===== src/matrix_pkg.sv =====
// shared panel geometry, command opcodes and pixel types, imported by every block and the testbench
package matrix_pkg;

	// panel geometry
	localparam int MATRIX_COLS = 32;
	localparam int HALF_ROWS = 8;
	localparam int NUM_ROWS = 16;
	// bcm depth
	localparam int NUM_PLANES = 6;

	// command opcodes, ascii
	localparam logic [7:0] OP_LOAD_ROW = 8'h4C;
	localparam logic [7:0] OP_RGB_EN = 8'h45;
	localparam logic [7:0] OP_BRIGHT_EN = 8'h42;

	// rgb565 word, red in the top bits
	typedef union packed {
		logic [15:0] raw;
		struct packed {
			logic [4:0] red;
			logic [5:0] green;
			logic [4:0] blue;
		} field;
	} pixel_u;

	// bit 3 picks the panel half
	typedef logic [3:0] fb_row_t;
	typedef logic [4:0] fb_col_t;

endpackage

===== src/pixel_output.sv =====
// picks the current plane bit from both pixels, applies the enables and drives the colour lines
`timescale 1ns/1ps

module pixel_output (
	input logic clk_root,
	input logic arst_n,
	input matrix_pkg::pixel_u pix_top,
	input matrix_pkg::pixel_u pix_bottom,
	input logic [2:0] plane,
	input logic load_strobe,
	input logic [2:0] rgb_enable,
	input logic [5:0] bright_enable,
	output logic [2:0] rgb_top,
	output logic [2:0] rgb_bottom
);
	import matrix_pkg::*;

	logic [5:0] bright_sh;
	logic plane_on;
	logic [2:0] bits_top;
	logic [2:0] bits_bottom;

	// {red, green, blue} for plane p, 5-bit channels lag green by one plane
	function automatic logic [2:0] plane_bits(input pixel_u px, input logic [2:0] p);
		logic [2:0] p_lo;
		logic [4:0] red_sh;
		logic [5:0] green_sh;
		logic [4:0] blue_sh;
		p_lo = p - 3'd1;
		red_sh = px.field.red >> p_lo;
		green_sh = px.field.green >> p;
		blue_sh = px.field.blue >> p_lo;
		if (p == 3'd0)
			return {1'b0, green_sh[0], 1'b0};
		return {red_sh[0], green_sh[0], blue_sh[0]};
	endfunction

	// brightness enable bit of this plane
	assign bright_sh = bright_enable >> plane;
	assign plane_on = bright_sh[0];

	assign bits_top = plane_bits(pix_top, plane) & rgb_enable & {3{plane_on}};
	assign bits_bottom = plane_bits(pix_bottom, plane) & rgb_enable & {3{plane_on}};

	always_ff @(posedge clk_root or negedge arst_n) begin
		if (!arst_n) begin
			rgb_top <= 3'b000;
			rgb_bottom <= 3'b000;
		end else if (load_strobe) begin
			rgb_top <= bits_top;
			rgb_bottom <= bits_bottom;
		end
	end

	// scan engine only loads for real planes
	a_plane_range: assert property (@(posedge clk_root) disable iff (!arst_n)
		load_strobe |-> plane < 3'(NUM_PLANES));

endmodule


===== config.mk =====
export PLATFORM = sky130hd
export DESIGN_NAME = pixel_output
export DESIGN_NICKNAME = d
export VERILOG_FILES = /design/src/matrix_pkg.sv /design/src/pixel_output.sv
export SDC_FILE = /design/constraint.sdc
export NUM_CORES = 1
export LEC_CHECK = 0
export BUFFER_PORTS_ARGS = -buffer_cell sky130_fd_sc_hd__buf_2
export CORE_UTILIZATION = 37
export DETAILED_ROUTE_END_ITERATION = 10
export PLACE_DENSITY_LB_ADDON = 0.1
export SLEW_MARGIN = 5
export SYNTH_ARGS = -nofsm -noshare
export SYNTH_HDL_FRONTEND = slang
export SYNTH_SLANG_ARGS = --single-unit

===== constraint.sdc =====
create_clock -name clk_root -period 0.8 [get_ports clk_root]
set_input_delay 0.12 -clock clk_root [delete_from_list [all_inputs] [get_ports clk_root]]
set_output_delay 0.12 -clock clk_root [all_outputs]
set_load 0.05 [all_outputs]

# ---- Word level (Yosys, flattened, before mapping)
# Cells that the tools add are included.
dict set report word_totals {
  register_bits 6
  inputBits 47
  output_inout_bits 6
  wordCells 20
}
dict set report classes {
  n_addsub 1
  shifts 7
  mux 5
  bitwise 4
  reduce_logical 1
}
# operator n
set op_table {}
lappend op_table {{right shift 5 x 3 -> 1 bit} 4}
lappend op_table {{right shift 6 x 3 -> 1 bit} 3}
lappend op_table {{AND 3 bit} 4}
lappend op_table {{2-to-1 mux 3 bit} 4}
lappend op_table {{logical NOT 3 bit} 1}
lappend op_table {{subtractor 3 x 1 -> 3 bit, second input constant} 1}
lappend op_table {{2-to-1 mux 1 bit} 1}

# ---- Longest topological paths before layout
# Gate-level depths: netlist of run 1.
dict set report logic_depth {
  depth_word 5
  depth_mapped 7
  depth_no_buf 5
}

# ---- Worst setup path before layout of run 1
# OpenSTA, ideal clock, no wires.
dict set report synth_timing {
  path_type {input to register}
  startpoint {in plane[0]}
  endpoint {reg rgb_bottom[0]}
  setup_time_ns 0.151
  arrival_ns 1.402
  required_ns 0.649
  slack_ns -0.753
  stages 7
  n_path_buf 2
  cell_sequence {buf_4 buf_2 inv_1 ha_1 mux4_2 mux2i_1 o32ai_1}
}
dict set report synth_between {
  elab_chain_cells 5
  elab_cells_between_ends 8
  classes_between {add/sub: 1; shift: 2; mux: 2; bitwise: 2; reduce/logical: 1}
}
# element line
set synth_rtl {}
lappend synth_rtl {{start: declaration} pixel_output.sv:9} ;# input logic [2:0] plane,
lappend synth_rtl {{subtractor 3 x 1 -> 3 bit or logical NOT 3 bit (tied branches)} {pixel_output.sv:29, pixel_output.sv:33}}
lappend synth_rtl {{right shift 5 x 3 -> 1 bit or 2-to-1 mux 1 bit (tied branches)} {pixel_output.sv:32, pixel_output.sv:33}}
lappend synth_rtl {{2-to-1 mux 3 bit} pixel_output.sv:35} ;# return {red_sh[0], green_sh[0], blue_sh[0]};
lappend synth_rtl {{AND 3 bit} pixel_output.sv:43} ;# assign bits_bottom = plane_bits(pix_bottom, plane) & rgb_enable & {3{plane_on}};
lappend synth_rtl {{AND 3 bit (*)} pixel_output.sv:43}
lappend synth_rtl {{end signal: assignment} pixel_output.sv:51} ;# rgb_bottom <= bits_bottom;
lappend synth_rtl {{end: declaration} pixel_output.sv:14} ;# output logic [2:0] rgb_bottom
# Mark *: on every way between the ends. The rest lies on a longest branch, timed or not.
# A chain may end at the register's enable or synchronous reset.

# ---- Final worst setup path of run 1
dict set report layout_timing {
  startpoint {in plane[0]}
  endpoint {reg rgb_top[2]}
}
dict set report layout_between {
  elab_chain_cells 5
  elab_cells_between_ends 8
  classes_between {add/sub: 1; shift: 2; mux: 2; bitwise: 2; reduce/logical: 1}
}
# element line
set layout_rtl {}
lappend layout_rtl {{subtractor 3 x 1 -> 3 bit or logical NOT 3 bit (tied branches)} {pixel_output.sv:29, pixel_output.sv:33}}
lappend layout_rtl {{right shift 5 x 3 -> 1 bit or 2-to-1 mux 1 bit (tied branches)} {pixel_output.sv:30, pixel_output.sv:33}}
lappend layout_rtl {{2-to-1 mux 3 bit} pixel_output.sv:35}
lappend layout_rtl {{AND 3 bit} pixel_output.sv:42} ;# assign bits_top = plane_bits(pix_top, plane) & rgb_enable & {3{plane_on}};
lappend layout_rtl {{AND 3 bit (*)} pixel_output.sv:42}
lappend layout_rtl {{end signal: assignment} pixel_output.sv:50} ;# rgb_top <= bits_top;
lappend layout_rtl {{end: declaration} pixel_output.sv:13} ;# output logic [2:0] rgb_top,
# Marks and branches as above.

==> results.md, run 1 <==
- Outcome: finished with violations
- Failing checks: negative setup slack
- #FFs+latches synth: 6
- WP data arrival: ~1200 ps
- Tightest Hold Check Type: in2reg
- Reg2reg start: rgb_bottom[0]$_DFFE_PN0P_
- Initial antenna violation count: 0
- TritonCTS clock tree: built
- Fin. Hold Viols: 0
- Crit path kind: in2reg
- Nets@finish: roughly 170
- Ports: 53
- Hold path endpoint: rgb_top[1]$_DFFE_PN0P_
- Placed Instances: 130
- Pre-antenna DRT Iters: 4
- R2R Setup Slk: -90 ps
- Layout Area Growth over Synthesis: 89.9%
- Wire per inst: 13.8 um
- RSZ-0062 raised after global routing: true
- Top cell type's share of synthesized area: 0.243
- Drt drc: 0
- Die X: 42.9 um
- WL final: 1.88 mm
- H-tree depth: 1
- Fill cells: approximately 110
- Slew @ Worst Pin: 316 ps
- Worst-path clk slew: 50 ps
- Number of antenna diodes: 0
- ANT nets after route: 0
- Crit path max fanout: 12
- Pwr dens: 1020 nW/um^2
- Worst Min Path Start: load_strobe
- Max rail drop VDD: about 0.91 mV
- Syn Nets: 105
- Total negative slack: -2120 ps
- Core area: 1540 um^2
- Leakage Power: 0.587 nW
- Total CTS buffers: 3
- Routability cong.: 0.738
- Yosys warns: 0
- Fin worst setup slack: -258 ps
- Hold depth: 2
- Effective utilization at floorplan: 0.401
- Synth Flop Type: dfrtp_1
- Fmax: about 950 MHz
- Ranking of synthesized cells by area: dfrtp_1 24%, mux4_2 15%, mux4_1 8.5%
- Die Y: 42.9 um
- Total GRT Usage: 0.229
- Max-slew violations: 0
- Syn Inst Count: 56
- Seq/Total Area, Yosys: 0.243
- Max-cap viol count: 0
- Starting DRT DRC Count: 9
- First-pass GRT wire length: 3.07 mm
- Synth top cells by count: 9 x inv_1, 6 x dfrtp_1, 6 x o32ai_1
- Placement row count: 14
- Vias in the first global route: ~730
- Vias/cell: 5.31
- Mean post-synth cell area: 11.0 um^2
- Worst r2r dst: rgb_bottom[0]$_DFFE_PN0P_
- IO Port Bufs: 52
- Grt total ovfl: 0
- Via count: 727
- R2r worst-path depth: 4
- Synth cell types: 23
- Fin Clk Skew: 0 ps
- Final setup fails: 12
- Cell Count, Final, Fillers Out: 137
- Layout cells sized above 1: 0.719
- Most common cell in the netlist: inv_1
- Post-DP HPWL: 1.47 mm
- Slew headroom: 0.790
- Setup crit start kind: input pin
- DIE AREA: 1840 um^2
- Setup crit end kind: register
- Async S/R FF share, synth: 1.00
- Top cell type by total area after synthesis: dfrtp_1
- Number of flops mapped to enable cells by yosys: 0
- Largest net degree at the start of global routing: 13
- Setup slack at placement: -708 ps
- Tcrit/Tclk final: 1.32
- Mapped cell area: 618 um^2
- Clock sink count: 6
- Worst-Skew Late Latency: between 200 and 250 ps
- Clk root buf: clkbuf_4
- Final Critical Period: 1060 ps
- Longest Clk Path Bufs: 2
- Worst EP required: 920 ps
- Hold Slack: 207 ps
[logic make-up (layout without fill, tap and decap cells)]
family	after synthesis	count (layout)	share of synthesized area
flip-flops	6	6	0.243
buffers and inverters	12	77	0.0810
multiplexers	15	15	0.393
adder cells (fa/ha/maj)	2	2	0.0405
XOR/XNOR	1	1	0.0142
AND/OR/NAND/NOR	11	11	0.103
AO/OA/AOI/OAI	9	9	0.125
[how the worst max path moves through the flow]
stage                     depth (start not counted)  slack [ps]     start                   endpoint
final                                             6        -260  plane[0]     rgb_top[2]$_DFFE_PN0P_
after global routing                              5        -300  plane[1]     rgb_top[0]$_DFFE_PN0P_
after CTS                                         5        -270  plane[1]     rgb_top[2]$_DFFE_PN0P_
after detailed placement                          6        -710  plane[0]     rgb_top[2]$_DFFE_PN0P_
after global placement                            6        -680  plane[0]     rgb_top[0]$_DFFE_PN0P_
after floorplan                                   7        -510  plane[0]  rgb_bottom[0]$_DFFE_PN0P_
[where the power goes]
part,internal (mW),switching [mW]
sequential,0.319,0.0106
combinational,0.329,0.252
clock,0.170,0.112
[state kept, by name, indices dropped and copies added (netlist names)]
name,cells
rgb_bottom,3
rgb_top,3
[area by class of cell]
| cell class | instances | area, um^2 | share of cell area |
|---|---|---|---|
| flip-flops and latches | 6 | 150 | 0.128 |
| repair buffers | 65 | 435 | 0.371 |
| clock buffers | 3 | 22.5 | 0.0192 |
| multi-input cells | 38 | 504 | 0.430 |
| well taps | 16 | 20.0 | 0.0171 |
| inverters | 9 | 41.3 | 0.0352 |
[metrics by stage]
stage                util  instance area [um^2]  power, mW
floorplan               -                   677      0.625
global placement    0.650                  1000      0.816
detailed placement  0.650                  1000      0.826
CTS                 0.748                  1150       1.19
global route        0.761                  1170       1.28
finish              0.761                  1170       1.19
[cells in the final DEF (no fill, tap or decap)]
master,n
buf_4,11
mux4_2,4
nor2_1,1
inv_2,1
buf_6,6
mux2i_1,3
mux2_1,1
ha_4,2
o32ai_1,2
mux2_2,2
buf_12,2
o32ai_2,4
inv_8,1
buf_8,1
a22oi_2,1
nor2b_1,1
buf_2,44
mux2_4,2
and3_1,4
xor2_4,1
clkbuf_4,3
nand2_1,1
dfrtp_1,6
mux4_1,2
dlygate4sd3_1,1
inv_1,7
nand2b_1,1
nand3_1,2
a22oi_1,1
a222oi_1,1
mux2i_2,1
and2b_2,1
[worst max-delay path, stage by stage]
cell     delay (ps)
buf_12          120
inv_8            40
ha_4            300
mux4_2          310
mux2i_1         190
o32ai_2         100
[metal layers]
metal	vias up	GRT usage	part of all wire
met1	338	0.255	0.37
met4	0	0.0188	0
met2	40	0.436	0.55
met5	-	0	0
li1	349	-	-
met3	0	0.0681	0.079
[timing repair]
item | in CTS | in global routing
pin swaps | 4 | 4
hold buffers | 1 | 0
endpoints found under the hold margin | 6 | 0
endpoints found under the setup margin | 12 | 12
gates resized for setup | 25 | 4
cloned | 0 | 0
buffers inserted | 2 | 1
Power figures use the tool's default switching activity.
==> inputs of run 2 (changes only) <==
- CORE_MARGIN: unset -> 2
- TNS_END_PERCENT: unset -> 5
==> results.md, run 2 (synthesis gave the netlist of run 1 again) <==
- Top Registers: rgb_bottom: 3 flops, rgb_top: 3 flops
- RSZ-0062 raised after global routing: true
- Routability cong.: 0.729 (-1.3%)
- CP max-delay cell: a222oi_1
- Worst-path clk slew: 40 ps (about the same)
- Reg2reg start: rgb_top[2]$_DFFE_PN0P_
- WP data arrival: 1210 ps (+30 ps)
- Clock sink count: 6 (unchanged)
- Max-cap viol count: 0 (unchanged)
- Largest net degree at the start of global routing: 11 (-2)
- Crit-path cells: buf_8, mux2_4, a222oi_1, buf_4, o32ai_2
- H-tree depth: 1 (unchanged)
- Slew @ Worst Pin: 342 ps (+26.8 ps)
- Tightest Hold Check Type: in2reg
- R2r worst-path depth: 2 (-2)
- Leakage Power: 0.565 nW (-3.7%)
- Pre-antenna DRT Iters: 4 (unchanged)
- TritonCTS clock tree: built
- Initial antenna violation count: 0 (unchanged)
- Setup crit start kind: input pin
- Total CTS buffers: 3 (unchanged)
- Vias in the first global route: 654 (-11%)
- Pwr dens: 1030 nW/um^2 (+1.3%)
- Die X: 44.9 um (+4.7%)
- Worst r2r dst: rgb_top[2]$_DFFE_PN0P_
- Fin Clk Skew: 0 ps (unchanged)
- Clk root buf: clkbuf_4
- Ports: 53 (unchanged)
- Fill cells: 120 (+8.1%)
- Post-DP HPWL: 1.44 mm (-1.7%)
- Nets@finish: 169 (-1.7%)
- Die Y: 44.9 um (+4.7%)
- R2R Setup Slk: 140 ps (+230 ps)
- Vias/cell: 5.27 (-0.71%)
- Longest Clk Path Bufs: 2 (unchanged)
- Fmax: 919 MHz (-2.8%)
- First-pass GRT wire length: 2.66 mm (-13%)
- Drt drc: 0 (unchanged)
- Core area: 1540 um^2 (unchanged)
- Via count: 706 (-2.9%)
- Critical Path Max Stage Delay: 370 ps (+60 ps)
- Total GRT Usage: 0.186 (-0.0432)
- Tcrit/Tclk final: 1.36 (+0.0377)
- Placed Instances: 129 (-0.77%)
- ANT nets after route: 0 (unchanged)
- Power Total: 1.15 mW (-3.5%)
- Worst-Skew Late Latency: 240 ps (about the same)
- Bufs and invs on worst path: 2 (unchanged)
- Setup slack at placement: -697 ps (+10.8 ps)
- IO Port Bufs: 52 (unchanged)
- Final setup fails: 12 (unchanged)
- Cell family with most CP delay: compound AO/OA/AOI/OAI gates
- Hold depth: 2 (unchanged)
- Placement row count: 14 (unchanged)
- Slew headroom: 0.772 (-0.0179)
- Fin. Hold Viols: 0 (unchanged)
- Layout cells sized above 1: 0.686 (-0.0326)
- Max-slew violations: 0 (unchanged)
- Grt total ovfl: 0 (unchanged)
- Final Critical Period: 1090 ps (+30.2 ps)
- Layout Area Growth over Synthesis: 81.0%
- Crit path kind: in2reg
- Crit path max fanout: 6 (-6)
- DIE AREA: 2010 um^2 (+9.5%)
- Max rail drop VDD: 0.851 mV (-6.7%)
- WL final: 1.78 mm (-5.7%)
- Worst EP required: 920 ps (about the same)
- Commonest non-fill, non-tap cell in the layout: buf_2
- Failing checks: negative setup slack
- Hold path endpoint: rgb_bottom[1]$_DFFE_PN0P_
- Number of antenna diodes: 0 (unchanged)
- Starting DRT DRC Count: 19 (+10)
- Setup crit end kind: register
- Worst Min Path Start: load_strobe
- Outcome: finished with violations
- Most frequent cells in the layout: 44 x buf_2, 8 x buf_4, 7 x inv_1
- Wire per inst: 13.3 um (-3.6%)
- Effective utilization at floorplan: 0.401 (unchanged)
- Total negative slack: -2250 ps (-131 ps)
- Cell Count, Final, Fillers Out: 134 (-2.2%)
- Fin worst setup slack: -288 ps (-30.2 ps)
[run 2: cell count changes in the layout (fill, tap and decap cells not counted)]
cell | before | now
a22oi_1 | 1 | 2
ha_2 | 0 | 1
buf_4 | 11 | 8
inv_2 | 1 | 0
o32ai_1 | 2 | 4
a22oi_2 | 1 | 0
inv_4 | 0 | 2
inv_8 | 1 | 0
o32ai_2 | 4 | 2
ha_4 | 2 | 1
[run 2: how the worst max path moves through the flow]
stage / start / slack [ps] / depth (start not counted) / endpoint
after floorplan: plane[0] / -510 / 7 / rgb_bottom[0]$_DFFE_PN0P_
after global placement: plane[0] / -660 / 5 / rgb_bottom[2]$_DFFE_PN0P_
after detailed placement: plane[0] / -700 / 6 / rgb_top[2]$_DFFE_PN0P_
after CTS: plane[1] / -270 / 5 / rgb_top[2]$_DFFE_PN0P_
after global routing: plane[1] / -320 / 5 / rgb_top[2]$_DFFE_PN0P_
final: plane[1] / -290 / 5 / rgb_top[2]$_DFFE_PN0P_
[run 2: final cells by class]
cell class                 instances  area (um^2)  share of cell area
sequential                         6          150               0.134
tap                               16         20.0              0.0179
inverter                           9         38.8              0.0347
multi-input combinational         38          474               0.424
clock buffer                       3         22.5              0.0201
timing repair buffer              62          413               0.369
[run 2: where the power goes]
group,internal (mW),switching [mW]
logic,0.312,0.233
registers,0.320,0.0106
clock network,0.169,0.106
[run 2: timing repair]
action                                 CTS  global route
hold buffers                             1             0
buffers inserted                         1             0
setup endpoints to repair               12            12
gates resized for setup                 25             0
endpoints found under the hold margin    6             0
pin swaps                                3             0
[run 2: worst register-to-register path, delay by kind of cell (launching register included)]
| family | cells | cell delay [ps] |
|---|---|---|
| buffers and inverters | 1 | 80 |
| AO/OA/AOI/OAI | 1 | 80 |
| flip-flops | 1 | 380 |
[run 2: layer usage]
layer	vias to the layer above	wire (um)	GRT usage
met2	44	940	0.336
met4	0	0	0.0529
met3	0	204	0.0520
met5	-	0	0
met1	317	630	0.212
li1	345	-	-
[run 2: per-stage QoR]
stage / utilization / instance area, um^2 / hold WS (ps)
after global routing: 0.726 / 1120 / 165
after global placement: 0.643 / 991 / -48.9
after floorplan: - / 668 / -176
final: 0.726 / 1120 / 168
after detailed placement: 0.643 / 991 / -46.0
after CTS: 0.726 / 1120 / 151
