<file path="src/matrix_pkg.sv">
// shared panel geometry, command opcodes and pixel types, imported by every block and the testbench
package matrix_pkg;

	// panel geometry
	localparam int MATRIX_COLS = 32;
	localparam int HALF_ROWS = 8;
	localparam int NUM_ROWS = 16;
	// bcm depth
	localparam int NUM_PLANES = 6;

	// command opcodes, ascii
	localparam logic [7:0] OP_LOAD_ROW = 8'h4C;
	localparam logic [7:0] OP_RGB_EN = 8'h45;
	localparam logic [7:0] OP_BRIGHT_EN = 8'h42;

	// rgb565 word, red in the top bits
	typedef union packed {
		logic [15:0] raw;
		struct packed {
			logic [4:0] red;
			logic [5:0] green;
			logic [4:0] blue;
		} field;
	} pixel_u;

	// bit 3 picks the panel half
	typedef logic [3:0] fb_row_t;
	typedef logic [4:0] fb_col_t;

endpackage
</file>
<file path="src/fb_write_if.sv">
// framebuffer write bundle between the command decoder and the pixel memory
`timescale 1ns/1ps

interface fb_write_if;
	import matrix_pkg::*;

	// one word per cycle with wr_en high, never stalled
	logic wr_en;
	fb_row_t wr_row;
	fb_col_t wr_col;
	pixel_u wr_pixel;

	// decoder side
	modport source (
		output wr_en,
		output wr_row,
		output wr_col,
		output wr_pixel
	);

	// memory side
	modport sink (
		input wr_en,
		input wr_row,
		input wr_col,
		input wr_pixel
	);

endinterface

</file>
<file path="src/cmd_decoder.sv">
// turns the received command byte stream into framebuffer writes and display enable settings
`timescale 1ns/1ps

module cmd_decoder (
	input logic clk_root,
	input logic arst_n,
	input logic rx_valid,
	input logic [7:0] rx_data,
	fb_write_if.source fb_wr,
	output logic [2:0] rgb_enable,
	output logic [5:0] bright_enable,
	output logic [7:0] cmd_count
);
	import matrix_pkg::*;

	// fsm encoding
	localparam logic [2:0] ST_OPCODE = 3'd0;
	localparam logic [2:0] ST_ROW = 3'd1;
	localparam logic [2:0] ST_PIX_HI = 3'd2;
	localparam logic [2:0] ST_PIX_LO = 3'd3;
	localparam logic [2:0] ST_ARG = 3'd4;

	logic [2:0] state;
	fb_row_t row;
	fb_col_t col;
	logic [7:0] hi_byte;
	// which register the argument byte goes to
	logic arg_bright;
	logic last_col;

	assign last_col = (col == fb_col_t'(MATRIX_COLS - 1));

	// low byte completes the word and the memory takes it on this edge
	assign fb_wr.wr_en = rx_valid && (state == ST_PIX_LO);
	assign fb_wr.wr_row = row;
	assign fb_wr.wr_col = col;
	assign fb_wr.wr_pixel.raw = {hi_byte, rx_data};

	always_ff @(posedge clk_root or negedge arst_n) begin
		if (!arst_n) begin
			state <= ST_OPCODE;
			col <= '0;
			arg_bright <= 1'b0;
			rgb_enable <= 3'b111;
			bright_enable <= 6'h3F;
			cmd_count <= 8'd0;
		end else if (rx_valid) begin
			case (state)
				ST_OPCODE: begin
					// unknown opcodes just fall through
					case (rx_data)
						OP_LOAD_ROW: state <= ST_ROW;
						OP_RGB_EN: begin
							arg_bright <= 1'b0;
							state <= ST_ARG;
						end
						OP_BRIGHT_EN: begin
							arg_bright <= 1'b1;
							state <= ST_ARG;
						end
						default: state <= ST_OPCODE;
					endcase
				end
				ST_ROW: begin
					col <= '0;
					state <= ST_PIX_HI;
				end
				ST_PIX_HI: state <= ST_PIX_LO;
				ST_PIX_LO: begin
					// wraps back to 0 after the last column
					col <= col + 1'b1;
					if (last_col) begin
						cmd_count <= cmd_count + 8'd1;
						state <= ST_OPCODE;
					end else begin
						state <= ST_PIX_HI;
					end
				end
				ST_ARG: begin
					if (arg_bright)
						bright_enable <= rx_data[5:0];
					else
						rgb_enable <= rx_data[2:0];
					cmd_count <= cmd_count + 8'd1;
					state <= ST_OPCODE;
				end
				default: state <= ST_OPCODE;
			endcase
		end
	end

	// row number and high byte of the load in progress
	always_ff @(posedge clk_root) begin
		if (rx_valid && state == ST_ROW)
			row <= rx_data[3:0];
		if (rx_valid && state == ST_PIX_HI)
			hi_byte <= rx_data;
	end

	// after a write the fsm waits for the next high byte at a new column
	// or, once column 31 is written, returns to opcode with the column wrapped
	a_wr_then_next: assert property (@(posedge clk_root) disable iff (!arst_n)
		fb_wr.wr_en |=> (state == ST_PIX_HI && col != '0)
			|| (state == ST_OPCODE && col == '0));

endmodule

</file>
<file path="src/flat_wrapper.sv">
// flat-port wrapper written by rule: the top's interface ports become plain ports
module cmd_decoder_flat import matrix_pkg::*;
  (clk_root, arst_n, rx_valid, rx_data, rgb_enable, bright_enable, cmd_count, fb_wr_wr_en, fb_wr_wr_row, fb_wr_wr_col, fb_wr_wr_pixel);
  fb_write_if fb_wr_i ();
  input logic clk_root;
  input logic arst_n;
  input logic rx_valid;
  input logic [7:0] rx_data;
  output logic [2:0] rgb_enable;
  output logic [5:0] bright_enable;
  output logic [7:0] cmd_count;
  output wire logic [$bits(fb_wr_i.wr_en)-1:0] fb_wr_wr_en;
  output wire logic [$bits(fb_wr_i.wr_row)-1:0] fb_wr_wr_row;
  output wire logic [$bits(fb_wr_i.wr_col)-1:0] fb_wr_wr_col;
  output wire logic [$bits(fb_wr_i.wr_pixel)-1:0] fb_wr_wr_pixel;
  assign fb_wr_wr_en = fb_wr_i.wr_en;
  assign fb_wr_wr_row = fb_wr_i.wr_row;
  assign fb_wr_wr_col = fb_wr_i.wr_col;
  assign fb_wr_wr_pixel = fb_wr_i.wr_pixel;
  cmd_decoder u_core (.clk_root(clk_root), .arst_n(arst_n), .rx_valid(rx_valid), .rx_data(rx_data), .fb_wr(fb_wr_i), .rgb_enable(rgb_enable), .bright_enable(bright_enable), .cmd_count(cmd_count));
endmodule
</file>
<file path="config.mk">
export PLATFORM = sky130hd
export DESIGN_NAME = cmd_decoder_flat
export DESIGN_NICKNAME = d
export VERILOG_FILES = /design/src/matrix_pkg.sv /design/src/fb_write_if.sv /design/src/cmd_decoder.sv /design/src/flat_wrapper.sv
export SDC_FILE = /design/constraint.sdc
export NUM_CORES = 1
export LEC_CHECK = 0
export BUFFER_PORTS_ARGS = -buffer_cell sky130_fd_sc_hd__buf_2
export CORE_ASPECT_RATIO = 2
export CORE_UTILIZATION = 45
export DETAILED_ROUTE_END_ITERATION = 6
export GPL_ROUTABILITY_DRIVEN = 0
export PLACE_DENSITY = 0.8
export SLEW_MARGIN = 20
export SYNTH_ARGS = -nofsm -noshare
export SYNTH_HDL_FRONTEND = slang
export SYNTH_SLANG_ARGS = --single-unit
export TNS_END_PERCENT = 10
</file>
<file path="constraint.sdc">
create_clock -name clk_root -period 2.5 [get_ports clk_root]
set_input_delay 0.125 -clock clk_root [delete_from_list [all_inputs] [get_ports clk_root]]
set_output_delay 0.125 -clock clk_root [all_outputs]
set_load 0.005 [all_outputs]
</file>
### After elaboration in Yosys (flattened, before gate mapping)

Index checks and enable logic that the tools add are counted.

* word-level logic and storage cells: 40
* flip-flop bits (word level): 38
* output and inout bits: 43

* reductions and logical operators: 13
* bitwise logic cells: 1
* equal/unequal tests: 9
* muxes and demuxes: 7
* add/subtract/negate cells: 2

Operator list (number)
* $eq 8x7->1 const B: 3
* $pmux 8 s2: 1
* $pmux 3 s4: 1
* $reduce_and 3->1: 4
* $pmux 5 s2: 1
* $add 8x1->8 const B: 1
* $mux 8: 1
* $eq 3x2->1 const B: 2
* $pmux 3 s2: 1
* $reduce_bool 2->1: 3
* $add 5x1->5 const B: 1
* $eq 5x5->1 const B: 1
* $eq 3x1->1 const B: 1
* $eq 3x3->1 const B: 1
* $logic_and 1x1->1: 3
* $logic_not 3->1: 1
* $mux 2: 1
* $ne 2x1->1 const B: 1
* $pmux 1 s2: 1
* $reduce_and 2->1: 1
* $reduce_or 2->1: 1
* $not 1->1: 1

### Longest topological paths before layout

Gate-level depths: netlist of run 1.

* depth after elaboration: 4
* mapped depth: 6
* depth with buffers taken out: 6

### Least setup slack after synthesis of run 1

OpenSTA, ideal clock, no wires.

* path type: reg-to-reg
* from: register u_core.col[0] (netlist: u_core.fb_wr.wr_col[0])
* to: register u_core.cmd_count[1]
* setup time: 0.128 ns
* stages on the path, launching flop included: 7
* path slack: 0.642 ns
* data arrival time: 1.731 ns
* required time: 2.372 ns
* cells stage by stage: dfrtp_1 > ha_1 > and3_1 > ha_1 > nand4b_1 > a21boi_1 > mux2_1

* word-level cells in the longest chain between the ends: 3

RTL lines
* start: declaration: RTL line cmd_decoder.sv:25 `fb_col_t col;`
* start signal: assignment: RTL line cmd_decoder.sv:71 `col <= col + 1'b1;`
* $eq 5x5->1: RTL line cmd_decoder.sv:31 `assign last_col = (col == fb_col_t'(MATRIX_COLS - 1));`
* $ne 2x1->1 (no line)
* $reduce_and 3->1 (no line)
* end signal: assignment: RTL line cmd_decoder.sv:73 `cmd_count <= cmd_count + 8'd1;`
* end signal: assignment: RTL line cmd_decoder.sv:84 `cmd_count <= cmd_count + 8'd1;`
* end: declaration: RTL line cmd_decoder.sv:12 `output logic [7:0] cmd_count`

No other way between the ends.
A chain may end at the register's enable or synchronous reset.

### Final worst setup path of run 1

* from: register u_core.col[1] (netlist: u_core.fb_wr.wr_col[1])
* to: register u_core.cmd_count[1]

The elaborated chain is that of the path after synthesis.

==> impl_results.md, run 1 <==
* Hold Violations, Final at 0
* Total gr overflow at 0
* Synth Cell Area at 1699 sq um
* Area of the core at 3607 sq um
* Clock power frac at 25.9%
* Synthesis-to-layout area growth at 19.66%
* Initial Utilization at a little under half
* Die X at 45.45 microns
* Clk_lat worst skew at 290 ps
* Antenna violations before repair at 0
* Slowest cell on crit path: dfrtp_1
* Gr usage total at 18.23%
* Critical path's largest stage delay at 400 ps
* Crit path kind: register to register
* Hold Crit Class: input pin to register
* Final setup TNS at 0 ps
* Internal at ~1100 uW
* Final setup fails at 0
* Sequential area share after synthesis at 60.16%
* Headroom to the max-slew limit at 53.86%
* Family with the most delay on the worst path: simple AND/OR/NAND/NOR gates
* Hold slack final at 31.90 ps
* N_diodes at 0
* Source of the critical timing path: u_core.fb_wr.wr_col[1]
* Max cap viols at 0
* Crit path top cell by count: ha_1
* Setup crit end: u_core.cmd_count[1]
* Avg WL per Cell at between 10 and 15 microns
* Met3 WL at 194 microns
* DRC viols at 0
* Worst Reg-to-Reg Cells at 6
* Setup crit end kind: register
* Worst Path Max Fanout at 7
* IO buf count at 53
* Critical path startpoint category: register
* DRT Pass-1 Iters at 4
* R2r startpoint: u_core.fb_wr.wr_col[1]
* Top cell type's share of synthesized area at around 25%
* Critical R2R Capture: u_core.cmd_count[1]
* Slew Viols, Final at 0
* Max clock buf depth at 2
* Combinational cell fraction of total power at 19.9%
* RSZ-0062 raised after global routing: false
* Sequential power share at 54.2%
* Switching share of power at 29.22%
* Count of state elements after synthesis at 38
* First-pass GRT wire length at a little over 5000 microns
* Share of cells above drive strength 1 at 45.51%
* WP buf/inv at 0
* Nets@finish at between 150 and 200
* CTS tree: yes
* Iter 0 DRT Violations at 30
* Critical-path cell list: ha_1 > and3_1 > ha_1 > nand4b_1 > a21boi_1 > mux2_1
* H-tree depth at 2
* Final min period at 2086 ps
* Least-Margin Pin Slew at 682.5 ps
* Max Clock Freq at 479.3 MHz
* Min-delay src: rx_data[6]
* Max Used Layer: met4
* Row Count at 31
* Post-DR vias/cell at approximately 5.3
* Die ar. at 4041 sq um
* Yosys warns at 0
* Avg Inst Size Synth at 13.27 sq um
* CTS sink cnt at 38
* Area leader, netlist: dfrtp_1
* Levels on crit path at 6
* Peak supply drop at 0.7170 mV
* Number of global-route vias before repair at 1,164
* Crit path required time at about 2700 ps
* Antenna-violating nets left at 0
* Via count at 1,193
* IO Pins at 54
* Total clock buffers created by CTS at 5
* Clock slew at reported path FFs at 70 ps
* Die height at 88.90 microns
* PD cells at 741.1 nW/um^2
* CTS root buf: clkbuf_8
* Period utilization at a little over four fifths
* Synth Net Count at 142
* Worst R2R Setup Slack at 410 ps
* Post-DP HPWL at approximately 2400 microns
* Wl on met1 at roughly 1200 microns
* Synth Instances at between 100 and 150
* Clk_skew at 4.279 ps
* Area contributors post-synth: dfrtp_1, edfxtp_1, dfstp_2
* Status: finished, final reports clean
* DR WL met2 at 1851 microns
* Switch Pwr at around 440 uW
* Post-cts resize count at 0
* Synth cell types at 38
* Lkg Pwr at 0.0009529 uW
* Largest net degree at the start of global routing at 27
* Routed WL at between 3000 and 4000 microns
* Worst Path Arrival at 2260 ps
[synthesized netlist by cell type, drive strengths merged]
cell and n:
a2111oi 1, a211oi 3, a21boi 1, a21oi 5
a22o 2, a22oi 1, and2 1, and3 1
and4bb 1, buf 10, clkbuf 2, dfrtp 17
dfstp 9, edfxtp 12, ha 3, inv 3
mux2 11, nand2 10, nand2b 2, nand3 2
nand3b 1, nand4 3, nand4b 2, nor2 4
nor2b 1, nor3b 1, nor4b 2, nor4bb 2
o21ai 3, o22ai 1, o32ai 1, o41ai 1
or3b 2, xor2 7
[per-layer routing]
layer	global-route usage (%)	vias to the layer above
met5	0	-
met4	7.989	0
met3	5.455	6
met2	32.86	52
met1	18.32	582
li1	-	553
[layout by cell type, fill, tap and decap left out, types with 2 or more instances in the layout]
cell / count
xor2_1: 7
nor2_1: 4
edfxtp_1: 12
a21oi_1: 5
a211oi_1: 3
nand4_1: 3
mux2_2: 10
nand4b_1: 2
a22o_1: 2
dfstp_2: 9
o21ai_0: 3
nand2b_1: 2
clkbuf_8: 5
nand3_1: 2
ha_1: 3
buf_2: 53
dfrtp_1: 17
nor4bb_1: 2
nor4b_1: 2
nand2_1: 10
inv_1: 3
[cell families after synthesis]
kind of cell | after synthesis | share of synthesized area [%]
buffers and inverters | 15 | 5.596
adders and majority gates | 3 | 2.209
AOI/OAI and AO/OA | 19 | 8.616
xor gates and xnor gates | 7 | 3.608
and+or+nand+nor | 35 | 12.52
muxes | 11 | 7.290
DFF | 38 | 60.16
[final cells by class]
| cell class | count | area (sq um) |
|---|---|---|
| Inverter | 3 | 11.26 |
| Fill cell | 315 | 1574 |
| Clock inverter | 2 | 8.758 |
| Sequential cell | 38 | 1022 |
| Timing Repair Buffer | 54 | 275.3 |
| Multi-Input combinational cell | 75 | 581.8 |
| Clock buffer | 6 | 72.57 |
| Tap cell | 49 | 61.31 |
[repair_timing]
action / in CTS / in global routing
endpoints found under the setup margin: 0 / 0
setup buffers: 0 / 0
hold buffers: 1 / 0
hold endpoints to repair: 17 / 0
[flip-flops by register name (all words and copies together) (netlist names)]
signal,cells
u_core.cmd_count,8
u_core.hi_byte,8
u_core.bright_enable,6
u_core.fb_wr.wr_col,5
u_core.fb_wr.wr_row,4
u_core.rgb_enable,3
u_core.state,3
u_core.arg_bright,1
[metrics by stage]
stage                     utilization [%]  power, uW  cells  worst slack (ps)  area, sq um
after floorplan                         -      984.9    128             641.6         1699
after global placement              53.83       1097    218             541.0         1942
after detailed placement            53.83       1127    218             445.3         1942
after CTS                           56.36       1519    227             402.5         2033
after global routing                56.36       1581    227             329.2         2033
final                               56.36       1507    227             413.7         2033
[worst min-delay path by stage]
stage / endpoint / slack (ps) / cells past startpoint
final: u_core.hi_byte[6] / 30 / 1
after global routing: u_core.hi_byte[6] / 20 / 1
after detailed placement: u_core.cmd_count[5] / 150 / 1
after floorplan: u_core.arg_bright / -170 / 0
after global placement: u_core.cmd_count[3] / 130 / 1
after CTS: u_core.hi_byte[6] / 30 / 1
[power groups by stage]
stage / Sequential [uW] / Combinational [uW] / Clock [uW]
2_1_floorplan: 812 / 173 / 0
3_3_place_gp: 816 / 281 / 0
3_5_place_dp: 826 / 301 / 0
4_1_cts: 815 / 303 / 400
5_1_grt: 826 / 335 / 419
6_report: 816 / 300 / 391
Note: power is estimated with default switching activity, not from simulation.
==> run 2: changes to the inputs <==
--- a/config.mk
+++ b/config.mk
@@ -10,7 +10,7 @@
 export CORE_UTILIZATION = 45
 export DETAILED_ROUTE_END_ITERATION = 6
 export GPL_ROUTABILITY_DRIVEN = 0
-export PLACE_DENSITY = 0.8
+export PLACE_DENSITY = 0.83
 export SLEW_MARGIN = 20
 export SYNTH_ARGS = -nofsm -noshare
 export SYNTH_HDL_FRONTEND = slang
==> constraint.sdc (replaced) <==
create_clock -name clk_root -period 1.9 [get_ports clk_root]
set_input_delay 0.095 -clock clk_root [delete_from_list [all_inputs] [get_ports clk_root]]
set_output_delay 0.095 -clock clk_root [all_outputs]
set_load 0.005 [all_outputs]
==> run 2 against run 1 <==
Critical path depth grew 1; clock skew rose by 2.5 ps; count of clock-buffer cells in the layout did not move; combinational power grew 47%; cell area increased by 1.9%; fmax grew 17%; sequential power grew 29%; worst hold slack worse by 15 ps; final cell count up 2.2%; worst setup slack got worse by 300 ps; sequential cell count stayed put; largest power group unchanged; highest routed layer unchanged.
==> impl_results.md, run 2 (same netlist as run 1, synthesis figures left out) <==
* Status: finished, final reports clean
* Commonest cells after routing, fill and taps aside: buf_2, dfrtp_1, edfxtp_1, nand2_1, mux2_2
* Crit path top cell by count: ha_1
* PD cells at 963.7 nW/um^2 (+30%)
* Final min period at 1782 ps (-304.0 ps)
* Iter 0 DRT Violations at 23 (-23%)
* Clk_skew at 6.796 ps (+2.517 ps)
* Worst Path Max Fanout at 6 (-1)
* Final setup fails at 0 (unchanged)
* Total gr overflow at 0 (unchanged)
* Headroom to the max-slew limit at 60.77% (+6.9 points)
* Avg WL per Cell at 13.34 microns (-8.4%)
* Source of the critical timing path: u_core.fb_wr.wr_col[0]
* R2r startpoint: u_core.fb_wr.wr_col[0]
* Die ar. at 4041 sq um (unchanged)
* Critical R2R Capture: u_core.cmd_count[7]
* Slowest cell on crit path: dfrtp_1
* Largest net degree at the start of global routing at 27 (unchanged)
* Critical-path cell list: ha_1 > and3_1 > ha_1 > nand4b_1 > buf_4 > a2111oi_4 > xor2_1
* CTS root buf: clkbuf_8
* CTS tree: yes
* Switch Pwr at 565.1 uW (+28%)
* Critical path startpoint category: register
* Gr usage total at 17.30% (-0.94 points)
* Lkg Pwr at 0.0009780 uW (+2.6%)
* Max cap viols at 0 (unchanged)
* Number of global-route vias before repair at 1,182 (+1.5%)
* Crit path kind: register to register
* Total Power at 1997 uW (+33%)
* Die X at 45.45 microns (unchanged)
* Clock slew at reported path FFs at 70 ps (about the same)
* Internal at 1432 uW (+34%)
* Commonest non-fill, non-tap cell in the layout: buf_2
* Routed WL at 3095 microns (-6.4%)
* Post-cts resize count at 0 (unchanged)
* Post-CTS Setup Bufs at 0 (unchanged)
* RSZ-0062 raised after global routing: false
* H-tree depth at 2 (unchanged)
* Critical path's largest stage delay at 390 ps (about the same)
* Family with the most delay on the worst path: flip-flops
* Max clock buf depth at 2 (unchanged)
* Combinational cell fraction of total power at 22.0% (+2.1 points)
* Nets@finish at 196 (+2.6%)
* Setup crit end kind: register
* Share of cells above drive strength 1 at 47.54% (+2.0 points)
* # hold bufs at CTS at 1 (unchanged)
* Max Clock Freq at 561.1 MHz (+17%)
* Antenna violations before repair at 0 (unchanged)
* Post-DP HPWL at 2304 microns (-4.5%)
* Worst Path Arrival at 1990 ps (-270 ps)
* Sequential power share at 52.5% (-1.7 points)
* Slew Viols, Final at 0 (unchanged)
* Area of the core at 3607 sq um (unchanged)
* N_diodes at 0 (unchanged)
* Hold Crit Class: input pin to register
* CTS sink cnt at 38 (unchanged)
* Via count at 1,184 (-0.75%)
* IO buf count at 53 (unchanged)
* Crit path required time at 2110 ps (-560 ps)
* # fillers at 337 (+7.0%)
* Total clock buffers created by CTS at 5 (unchanged)
* Largest regs: u_core.cmd_count x8, u_core.hi_byte x8, u_core.bright_enable x6
* Peak supply drop at 0.5948 mV (-17%)
* DRC viols at 0 (unchanged)
* Clock power frac at 25.5% (-0.4 points)
* WP buf/inv at 1 (+1)
* Levels on crit path at 7 (+1)
* Worst R2R Setup Slack at 120 ps (-300 ps)
* Least-Margin Pin Slew at 580.2 ps (-102.2 ps)
* Post-DR vias/cell at 5.103 (-2.9%)
* Period utilization at 93.80% (+10 points)
* Clk_lat worst skew at 290 ps (about the same)
* Switching share of power at 28.30% (-0.92 points)
* First-pass GRT wire length at 5023 microns (-3.3%)
* Hold Violations, Final at 0 (unchanged)
* Die height at 88.90 microns (unchanged)
* Worst Reg-to-Reg Cells at 7 (+1)
* IO Pins at 54 (unchanged)
* DRT Pass-1 Iters at 2 (-2)
* Final setup TNS at 0 ps (unchanged)
* Synthesis-to-layout area growth at 21.94%
* Row Count at 31 (unchanged)
* Antenna-violating nets left at 0 (unchanged)
* Initial Utilization at 47.10% (unchanged)
* Setup crit end: u_core.cmd_count[7]
run 2: cell types whose count changed in the layout (fill, tap and decap cells not counted), sizes merged:
cell  change
buf       +5
run 2: per-layer routing:
layer	global-route usage (%)	part of all wire [%]	up-vias
met5	0	0	-
met4	8.264	2.0	0
met3	3.030	4.7	6
met2	32.08	56	46
met1	17.53	37	567
li1	-	-	565
run 2: worst min path at each step:
stage               depth (start not counted)  slack, ps        from                  end
global route                                1         20  rx_data[7]    u_core.hi_byte[7]
floorplan                                   0       -200      arst_n    u_core.arg_bright
finish                                      1         20  rx_data[6]    u_core.hi_byte[6]
detailed placement                          1        120      arst_n  u_core.cmd_count[3]
global placement                            1        120      arst_n  u_core.cmd_count[7]
CTS                                         1         10  rx_data[6]    u_core.hi_byte[6]
run 2: per-stage QoR:
step | hold WS, ps | instance area [sq um] | cells | worst slack [ps] | util [%]
2_1_floorplan | -200.6 | 1699 | 128 | 41.57 | -
6_report | 16.85 | 2072 | 232 | 117.7 | 57.44
5_1_grt | 16.72 | 2072 | 232 | 15.07 | 57.44
3_5_place_dp | 121.2 | 1979 | 223 | 132.8 | 54.87
3_3_place_gp | 120.4 | 1979 | 223 | 188.5 | 54.87
4_1_cts | 10.51 | 2072 | 232 | 109.0 | 57.44
run 2: cell type report:
type | count | area, sq um | area share (%)
repair buffers | 59 | 312.8 | 15.10
well taps | 49 | 61.31 | 2.959
clock inverters | 2 | 10.01 | 0.4831
clock buffers | 6 | 72.57 | 3.502
inverters | 3 | 11.26 | 0.5435
flip-flops and latches | 38 | 1022 | 49.34
multi-input cells | 75 | 581.8 | 28.08
run 2: power groups by stage:
stage                     Sequential (uW)  Clock (uW)  Combinational, uW
final                                1050         509                440
after global routing                 1060         557                500
after CTS                            1050         526                450
after detailed placement             1060           0                442
after global placement               1060           0                429
after floorplan                      1070           0                227
